`src/tlb_cfg_pkg.sv`:
```
/*
 * Sizing constants of the TLB request path.
 * TLB_IDX_BITS must hold TLB_ENTRIES, and PMTU_BYTES must fit in LEN_BITS.
 */
`default_nettype none

package tlb_cfg_pkg;

  ////////////////////
  // Address and field widths
  ////////////////////
  localparam int VADDR_BITS = 32;
  localparam int PADDR_BITS = 32;
  localparam int LEN_BITS = 16;
  localparam int PID_BITS = 6;

  // 4 KiB pages
  localparam int PAGE_BITS = 12;

  ////////////////////
  // Chunking and TLB sizing
  ////////////////////
  // Largest chunk sent downstream
  localparam int PMTU_BYTES = 256;

  localparam int TLB_ENTRIES = 8;
  localparam int TLB_IDX_BITS = 3;

endpackage

`default_nettype wire

```
`src/tlb_types_pkg.sv`:
```
/*
 * Vector types of the TLB request path, sized from the configuration package.
 * Page numbers drop the page offset bits of the matching address.
 */
`default_nettype none

package tlb_types_pkg;

  import tlb_cfg_pkg::*;

  ////////////////////
  // Addresses
  ////////////////////
  typedef logic [VADDR_BITS-1:0] vaddr_t;
  typedef logic [PADDR_BITS-1:0] paddr_t;

  // Page numbers
  typedef logic [VADDR_BITS-PAGE_BITS-1:0] vpn_t;
  typedef logic [PADDR_BITS-PAGE_BITS-1:0] ppn_t;

  ////////////////////
  // Request fields
  ////////////////////
  // Byte count of a request or chunk
  typedef logic [LEN_BITS-1:0] len_t;

  typedef logic [PID_BITS-1:0] pid_t;

  // Entry index for the TLB write port
  typedef logic [TLB_IDX_BITS-1:0] tlb_idx_t;

endpackage

`default_nettype wire

```
`src/tlb_intf.sv`:
```
/*
 * Stage-to-stage links of the TLB request path, valid/ready handshake.
 * Valid and data hold stable until the transfer edge.
 */
`timescale 1ns/1ps
`default_nettype none

// Parser to lookup, one chunk per transfer
interface chunk_if;

  import tlb_types_pkg::*;

  logic   valid;
  logic   ready;
  vaddr_t vaddr;
  len_t   len;
  logic   last;
  pid_t   pid;

  modport src (output valid, output vaddr, output len, output last, output pid, input ready);
  modport dst (input valid, input vaddr, input len, input last, input pid, output ready);

endinterface

// Lookup to result, chunk plus translation
interface xlat_if;

  import tlb_types_pkg::*;

  logic   valid;
  logic   ready;
  paddr_t paddr;
  vaddr_t vaddr;
  len_t   len;
  logic   last;
  pid_t   pid;
  // Zero paddr when low
  logic   hit;

  modport src (output valid, output paddr, output vaddr, output len, output last,
               output pid, output hit, input ready);
  modport dst (input valid, input paddr, input vaddr, input len, input last,
               input pid, input hit, output ready);

endinterface

`default_nettype wire

```
`src/tlb_parser.sv`:
```
/*
 * Splits a host request into chunks of at most PMTU_BYTES.
 * Zero-length requests are not supported. One request is in flight at a time,
 * each chunk costs a parse cycle plus a send cycle.
 */
`timescale 1ns/1ps
`default_nettype none

module tlb_parser (
  input  logic                  aclk,
  input  logic                  aresetn,

  input  logic                  req_valid,
  output logic                  req_ready,
  input  tlb_types_pkg::vaddr_t req_vaddr,
  input  tlb_types_pkg::len_t   req_len,
  input  logic                  req_ctl,
  input  tlb_types_pkg::pid_t   req_pid,

  chunk_if.src                  chunk
);

  import tlb_cfg_pkg::*;
  import tlb_types_pkg::*;

  typedef enum logic [1:0] {ST_IDLE, ST_PARSE, ST_SEND} state_t;
  state_t state_c, state_n;

  // Remaining part of the latched request
  len_t   len_c, len_n;
  vaddr_t vaddr_c, vaddr_n;
  logic   ctl_c, ctl_n;
  pid_t   pid_c, pid_n;

  // Chunk being offered
  len_t   plen_c, plen_n;
  vaddr_t pvaddr_c, pvaddr_n;
  logic   plast_c, plast_n;

  ////////////////////
  // Registers
  ////////////////////
  always_ff @(posedge aclk) begin
    if (!aresetn) begin
      state_c <= ST_IDLE;
    end else begin
      state_c <= state_n;
    end
  end

  // Payload only
  always_ff @(posedge aclk) begin
    len_c    <= len_n;
    vaddr_c  <= vaddr_n;
    ctl_c    <= ctl_n;
    pid_c    <= pid_n;
    plen_c   <= plen_n;
    pvaddr_c <= pvaddr_n;
    plast_c  <= plast_n;
  end

  ////////////////////
  // Next state and datapath
  ////////////////////
  always_comb begin
    state_n  = state_c;
    len_n    = len_c;
    vaddr_n  = vaddr_c;
    ctl_n    = ctl_c;
    pid_n    = pid_c;
    plen_n   = plen_c;
    pvaddr_n = pvaddr_c;
    plast_n  = plast_c;

    req_ready   = 1'b0;
    chunk.valid = 1'b0;

    case (state_c)
      ST_IDLE: begin
        req_ready = 1'b1;
        if (req_valid) begin
          len_n   = req_len;
          vaddr_n = req_vaddr;
          ctl_n   = req_ctl;
          pid_n   = req_pid;
          state_n = ST_PARSE;
        end
      end

      ST_PARSE: begin
        pvaddr_n = vaddr_c;
        // Full PMTU chunk, more to follow
        if (len_c > len_t'(PMTU_BYTES)) begin
          vaddr_n = vaddr_c + vaddr_t'(PMTU_BYTES);
          len_n   = len_c - len_t'(PMTU_BYTES);
          plen_n  = len_t'(PMTU_BYTES);
          plast_n = 1'b0;
        end else begin
          // Tail chunk carries the request's ctl
          len_n   = '0;
          plen_n  = len_c;
          plast_n = ctl_c;
        end
        state_n = ST_SEND;
      end

      ST_SEND: begin
        chunk.valid = 1'b1;
        if (chunk.ready) begin
          state_n = (len_c != '0) ? ST_PARSE : ST_IDLE;
        end
      end

      default: state_n = ST_IDLE;
    endcase
  end

  // Offered chunk fields
  assign chunk.vaddr = pvaddr_c;
  assign chunk.len   = plen_c;
  assign chunk.last  = plast_c;
  assign chunk.pid   = pid_c;

endmodule

`default_nettype wire

```
`src/tlb_lookup.sv`:
```
/*
 * Fully associative TLB with a host write port and one registered stage.
 * A chunk is translated by its start address only, so page crossings are not seen.
 * A write lands on the next edge, a lookup in the same cycle sees the old entry.
 */
`timescale 1ns/1ps
`default_nettype none

module tlb_lookup (
  input  logic                    aclk,
  input  logic                    aresetn,

  input  logic                    cfg_wr,
  input  tlb_types_pkg::tlb_idx_t cfg_idx,
  input  logic                    cfg_vld,
  input  tlb_types_pkg::vpn_t     cfg_vpn,
  input  tlb_types_pkg::ppn_t     cfg_ppn,
  input  tlb_types_pkg::pid_t     cfg_pid,

  chunk_if.dst                    chunk,
  xlat_if.src                     xlat
);

  import tlb_cfg_pkg::*;
  import tlb_types_pkg::*;

  // Entry storage
  logic ent_vld [TLB_ENTRIES];
  vpn_t ent_vpn [TLB_ENTRIES];
  ppn_t ent_ppn [TLB_ENTRIES];
  pid_t ent_pid [TLB_ENTRIES];

  vpn_t     chunk_vpn;
  logic     match;
  tlb_idx_t match_idx;
  paddr_t   match_paddr;
  logic     accept;

  ////////////////////
  // Host write port
  ////////////////////
  always_ff @(posedge aclk) begin
    if (!aresetn) begin
      for (int i = 0; i < TLB_ENTRIES; i++) begin
        ent_vld[i] <= 1'b0;
      end
    end else if (cfg_wr) begin
      ent_vld[cfg_idx] <= cfg_vld;
    end
  end

  always_ff @(posedge aclk) begin
    if (cfg_wr) begin
      ent_vpn[cfg_idx] <= cfg_vpn;
      ent_ppn[cfg_idx] <= cfg_ppn;
      ent_pid[cfg_idx] <= cfg_pid;
    end
  end

  ////////////////////
  // Match
  ////////////////////
  assign chunk_vpn = chunk.vaddr[VADDR_BITS-1:PAGE_BITS];

  // Scan downwards so the lowest matching index is kept
  always_comb begin
    match     = 1'b0;
    match_idx = '0;
    for (int i = TLB_ENTRIES - 1; i >= 0; i--) begin
      if (ent_vld[i] && ent_vpn[i] == chunk_vpn && ent_pid[i] == chunk.pid) begin
        match     = 1'b1;
        match_idx = tlb_idx_t'(i);
      end
    end
  end

  // Page frame plus offset, zero on a miss
  assign match_paddr = match ? {ent_ppn[match_idx], chunk.vaddr[PAGE_BITS-1:0]} : '0;

  ////////////////////
  // Output register
  ////////////////////
  // Take a chunk when empty or when the held one leaves this cycle
  assign chunk.ready = !xlat.valid || xlat.ready;
  assign accept      = chunk.valid && chunk.ready;

  always_ff @(posedge aclk) begin
    if (!aresetn) begin
      xlat.valid <= 1'b0;
    end else if (accept) begin
      xlat.valid <= 1'b1;
    end else if (xlat.ready) begin
      xlat.valid <= 1'b0;
    end
  end

  always_ff @(posedge aclk) begin
    if (accept) begin
      xlat.paddr <= match_paddr;
      xlat.vaddr <= chunk.vaddr;
      xlat.len   <= chunk.len;
      xlat.last  <= chunk.last;
      xlat.pid   <= chunk.pid;
      xlat.hit   <= match;
    end
  end

endmodule

`default_nettype wire

```
`src/tlb_result.sv`:
```
/*
 * Result stage. Hits go to the out register, misses raise a one-cycle pulse.
 * The miss port has no back-pressure, a missed chunk is dropped.
 */
`timescale 1ns/1ps
`default_nettype none

module tlb_result (
  input  logic                  aclk,
  input  logic                  aresetn,

  xlat_if.dst                   xlat,

  output logic                  out_valid,
  input  logic                  out_ready,
  output tlb_types_pkg::paddr_t out_paddr,
  output tlb_types_pkg::len_t   out_len,
  output logic                  out_last,
  output tlb_types_pkg::pid_t   out_pid,

  output logic                  miss_valid,
  output tlb_types_pkg::vaddr_t miss_vaddr,
  output tlb_types_pkg::pid_t   miss_pid
);

  logic accept;
  logic take_hit;
  logic take_miss;

  // Same rule as lookup, empty or draining
  assign xlat.ready = !out_valid || out_ready;
  assign accept     = xlat.valid && xlat.ready;
  assign take_hit   = accept && xlat.hit;
  assign take_miss  = accept && !xlat.hit;

  ////////////////////
  // Output register
  ////////////////////
  always_ff @(posedge aclk) begin
    if (!aresetn) begin
      out_valid <= 1'b0;
    end else if (take_hit) begin
      out_valid <= 1'b1;
    end else if (out_ready) begin
      out_valid <= 1'b0;
    end
  end

  always_ff @(posedge aclk) begin
    if (take_hit) begin
      out_paddr <= xlat.paddr;
      out_len   <= xlat.len;
      out_last  <= xlat.last;
      out_pid   <= xlat.pid;
    end
  end

  ////////////////////
  // Miss pulse
  ////////////////////
  always_ff @(posedge aclk) begin
    if (!aresetn) begin
      miss_valid <= 1'b0;
    end else begin
      miss_valid <= take_miss;
    end
  end

  // Fields stay from the last miss
  always_ff @(posedge aclk) begin
    if (take_miss) begin
      miss_vaddr <= xlat.vaddr;
      miss_pid   <= xlat.pid;
    end
  end

endmodule

`default_nettype wire

```
`src/tlb_req_top.sv`:
```
/*
 * Request path top level, parser then lookup then result.
 * First out_valid comes four cycles after a request is accepted.
 */
`timescale 1ns/1ps
`default_nettype none

module tlb_req_top (
  input  logic                    aclk,
  input  logic                    aresetn,

  // Host requests
  input  logic                    req_valid,
  output logic                    req_ready,
  input  tlb_types_pkg::vaddr_t   req_vaddr,
  input  tlb_types_pkg::len_t     req_len,
  input  logic                    req_ctl,
  input  tlb_types_pkg::pid_t     req_pid,

  // TLB write port
  input  logic                    cfg_wr,
  input  tlb_types_pkg::tlb_idx_t cfg_idx,
  input  logic                    cfg_vld,
  input  tlb_types_pkg::vpn_t     cfg_vpn,
  input  tlb_types_pkg::ppn_t     cfg_ppn,
  input  tlb_types_pkg::pid_t     cfg_pid,

  // Translated chunks
  output logic                    out_valid,
  input  logic                    out_ready,
  output tlb_types_pkg::paddr_t   out_paddr,
  output tlb_types_pkg::len_t     out_len,
  output logic                    out_last,
  output tlb_types_pkg::pid_t     out_pid,

  // Miss pulses
  output logic                    miss_valid,
  output tlb_types_pkg::vaddr_t   miss_vaddr,
  output tlb_types_pkg::pid_t     miss_pid
);

  chunk_if chunk_bus ();
  xlat_if  xlat_bus ();

  ////////////////////
  // Stages
  ////////////////////
  tlb_parser u_parser (
    .aclk      (aclk),
    .aresetn   (aresetn),
    .req_valid (req_valid),
    .req_ready (req_ready),
    .req_vaddr (req_vaddr),
    .req_len   (req_len),
    .req_ctl   (req_ctl),
    .req_pid   (req_pid),
    .chunk     (chunk_bus)
  );

  tlb_lookup u_lookup (
    .aclk    (aclk),
    .aresetn (aresetn),
    .cfg_wr  (cfg_wr),
    .cfg_idx (cfg_idx),
    .cfg_vld (cfg_vld),
    .cfg_vpn (cfg_vpn),
    .cfg_ppn (cfg_ppn),
    .cfg_pid (cfg_pid),
    .chunk   (chunk_bus),
    .xlat    (xlat_bus)
  );

  tlb_result u_result (
    .aclk       (aclk),
    .aresetn    (aresetn),
    .xlat       (xlat_bus),
    .out_valid  (out_valid),
    .out_ready  (out_ready),
    .out_paddr  (out_paddr),
    .out_len    (out_len),
    .out_last   (out_last),
    .out_pid    (out_pid),
    .miss_valid (miss_valid),
    .miss_vaddr (miss_vaddr),
    .miss_pid   (miss_pid)
  );

endmodule

`default_nettype wire

```
`config.mk`:
```
export PLATFORM = sky130hd
export DESIGN_NAME = tlb_req_top
export DESIGN_NICKNAME = d
export VERILOG_FILES = /design/src/tlb_cfg_pkg.sv /design/src/tlb_types_pkg.sv /design/src/tlb_intf.sv /design/src/tlb_parser.sv /design/src/tlb_lookup.sv /design/src/tlb_result.sv /design/src/tlb_req_top.sv
export SDC_FILE = /design/constraint.sdc
export NUM_CORES = 1
export LEC_CHECK = 0
export BUFFER_PORTS_ARGS = -buffer_cell sky130_fd_sc_hd__buf_2
export CELL_PAD_IN_SITES_DETAIL_PLACEMENT = 1
export CELL_PAD_IN_SITES_GLOBAL_PLACEMENT = 2
export CORE_ASPECT_RATIO = 0.75
export CORE_MARGIN = 2
export CORE_UTILIZATION = 32
export DETAILED_ROUTE_END_ITERATION = 16
export PLACE_DENSITY = 0.58
export SLEW_MARGIN = 5
export SYNTH_ARGS = -nofsm -noshare
export SYNTH_HDL_FRONTEND = slang
export SYNTH_SLANG_ARGS = --single-unit
```
`constraint.sdc`:
```
create_clock -name aclk -period 6.9 [get_ports aclk]
set_clock_uncertainty 0.1 [all_clocks]
set_input_delay 0.69 -clock aclk [delete_from_list [all_inputs] [get_ports aclk]]
set_output_delay 0.69 -clock aclk [all_outputs]
set_load 0.03 [all_outputs]
```
==> results.toml <==
[power]
clkPwrFrac_pct = 42.0
p_switching_mw = 1.95
peakVddDrop_uv = 162
p_leak_nw = 9.94
seq_power_share_pct = 53.6
internal_power_mw = 6.87
totalPowerFinal_mw = 8.82
p_comb_share_pct = 4.4
p_per_area_nw_per_um2 = 296
sw_frac_of_total_pct = 22.1

[global_route]
antenna_found_initial = 8
grt_overflow = 0
grt_pass1_vias = 13800
grt_pass1_wl_um = 96900
grt_usage_pct = 16.5
grt_max_degree = 52

[outcome]
status = "completed"

[worst_setup_path]
cp_data_required_time_ns = 7.15
cp.arrival_ns = 5.15
end_kind = "flip-flop"
cp-start-kind = "flip-flop"
crit_fanout = 22
crit_type = "flip-flop to flip-flop"

[clock_tree]
cts_resized = 0
cts-buffers-inserted = 71
clkTransAtPathRegs_ns = 0.06
postCtsHoldBufs = 0
clk_path_buf_depth = 3
clock-sinks = 666
cts_max_level = 3
post-cts-setup-buffers = 0
root_buffer = "clkbuf_16"
clk_latency_ns = 0.61
cts_tree = "done"

[yosys]
synth_cell_types = 42
netlist_instances = 1473
ys_ff_latch = 666
synth_area_leaders = "edfxtp_1, xnor2_1, xor2_1, o21ai_0, nand4_1"
ys_seq_area_share_pct = 78.6
synth_top_cell_area_share_pct = 77.6
async_flop_share_pct = 0
synth.most_common_cell = "edfxtp_1"
synthFlopType = "edfxtp_1"
avgSynthCellArea_um2 = 17.2
yosys-top-cells-count = "edfxtp_1, xnor2_1, xor2_1"
synthesis.area_um2 = 25300
yosys_warnings = 0
synth_edf_count = 653
synth_top_area_cell = "edfxtp_1"

[finish]
instances_no_fill = 2814
syn2layout_area_growth_pct = 17.9
fill_cells = 7895
final_area_um2 = 29800
nNetsFinal = 1828
final_util_pct = 38.0
drive_gt1_share_pct = 20.7

[die]
rows = 89
core_um2 = 78400
die_w_um = 329
die_area_um2 = 81300
initial_core_util_pct = 32.2
pin_count = 206
die_y_um = 247

[routing]
via_per_inst = 4.72
firstDrtPassIters = 5
drt_iter0_drc = 885
num_vias = 13300
wl_um = 67200
ant_nets = 0
routedWlPerCell_um = 23.9
drc = 0

[sta]
fin_hold_ws_ns = 0.161
finalCriticalPeriod_ns = 4.90
finalCritPeriodShare_pct = 71.0
tightest_slew_ns = 1.06
fin_tns_setup_ns = 0
finalHoldViolCount = 0
setup_slack_ns = 2.00
fmax_mhz = 204
slew_violations = 0
rsz0062_at_grt = "false"
finalSetupViolCount = 0
slew_headroom_pct = 29.0

[placed_design]
dp.cells = 2688
placed_area_um2 = 27600
hpwl_um = 44100
numPortBuffers = 205
globalplace.congestion = 0.835
pre_cts_ws_ns = 1.94

[job]
maxCapViolations = 0

[hold_path]
hold_class = "input pin to flip-flop"
-- power by group through the flow --
| stage | clock (mW) | sequential (mW) | combinational, mW |
|---|---|---|---|
| final | 3.70 | 4.73 | 0.392 |
| after global routing | 3.95 | 4.75 | 0.430 |
| after CTS | 3.81 | 4.73 | 0.400 |
| after detailed placement | 0 | 4.82 | 0.397 |
| after global placement | 0 | 4.81 | 0.395 |
| after floorplan | 0 | 4.76 | 0.234 |
-- critical path: stages, from the launching register on --
cell and delay, ns:
edfxtp_1 0.58, xnor2_1 0.61, nand4_1 0.36, nor4_1 0.66, nand4_1 0.22, buf_4 0.30, nand2_1 0.10, buf_4 0.31
nor3b_2 0.09, buf_4 0.25, and3_1 0.53, a221o_1 0.48
-- metal layers --
metal  global-route usage, %  vias up  part of all wire [%]
met2                    25.7      281                    46
met4                    4.45        4                   1.9
met5                       0        -                 0.039
met1                    23.6     6894                    47
li1                        -     6023                     -
met3                    3.26       81                   5.0
-- sequential cells by signal, indices dropped and copies added (netlist names), 2 cells and up --
register,cells
u_parser.state_c,2
u_result.miss_vaddr,32
u_lookup.ent_vld,8
u_result.out_paddr,32
u_result.miss_pid,6
u_lookup.ent_pid,48
u_parser.chunk.len,16
u_result.out_pid,6
u_parser.vaddr_c,32
u_lookup.xlat.pid,6
u_parser.chunk.vaddr,32
u_parser.len_c,16
u_lookup.xlat.paddr,32
u_result.out_len,16
u_parser.chunk.pid,6
u_lookup.xlat.vaddr,32
u_lookup.ent_vpn,160
u_lookup.xlat.len,16
u_lookup.ent_ppn,160
-- kinds of logic after synthesis --
kind of cell | share of synthesized area (%)
and+or+nand+nor | 5.71
xor gates and xnor gates | 8.14
other | 0.0148
buffers and inverters | 2.00
AOI/OAI and AO/OA | 4.14
adders and majority gates | 0.149
muxes | 1.24
DFF | 78.6
-- layout make-up --
class                      count  area, um2  share of cell area (%)
antenna                        4       10.0                  0.0336
clock buffer                  80       1810                    6.07
clock inverter                42        405                    1.36
inverter                      48        180                   0.604
multi-input combinational    698       5010                    16.8
sequential                   666      19900                    66.7
tap                         1046       1310                    4.39
timing repair buffer         230       1210                    4.07
-- path summary, 6_finish.rpt --
kind                           start                      end  slack (ns)  cells past startpoint
min reg2reg  u_lookup.xlat.vaddr[19]  u_result.miss_vaddr[19]        0.32                      0
max            u_parser.chunk.pid[1]  u_lookup.xlat.paddr[21]        2.00                     11
max reg2reg    u_parser.chunk.pid[1]  u_lookup.xlat.paddr[21]        2.00                     11
min                          req_ctl           u_parser.ctl_c        0.16                      1
-- layout by cell type (no fill, tap or decap), types with 11 or more instances in the layout --
master	synthesis	final
o21ai_0	67	67
clkbuf_16	0	71
nor2b_1	16	16
a31oi_1	21	21
nand2_1	58	58
nand3_1	34	34
buf_4	5	25
dfxtp_1	13	13
xor2_1	81	81
edfxtp_1	653	653
a221o_1	20	20
o221ai_1	20	20
nand4_1	45	45
nor4_1	20	19
inv_1	48	47
xnor2_1	154	154
buf_2	16	205
nor2_1	41	34
mux2_4	18	18
and2_1	27	27
clkinv_1	0	17
clkinv_2	0	11
Note: power is estimated with default switching activity, not from simulation.
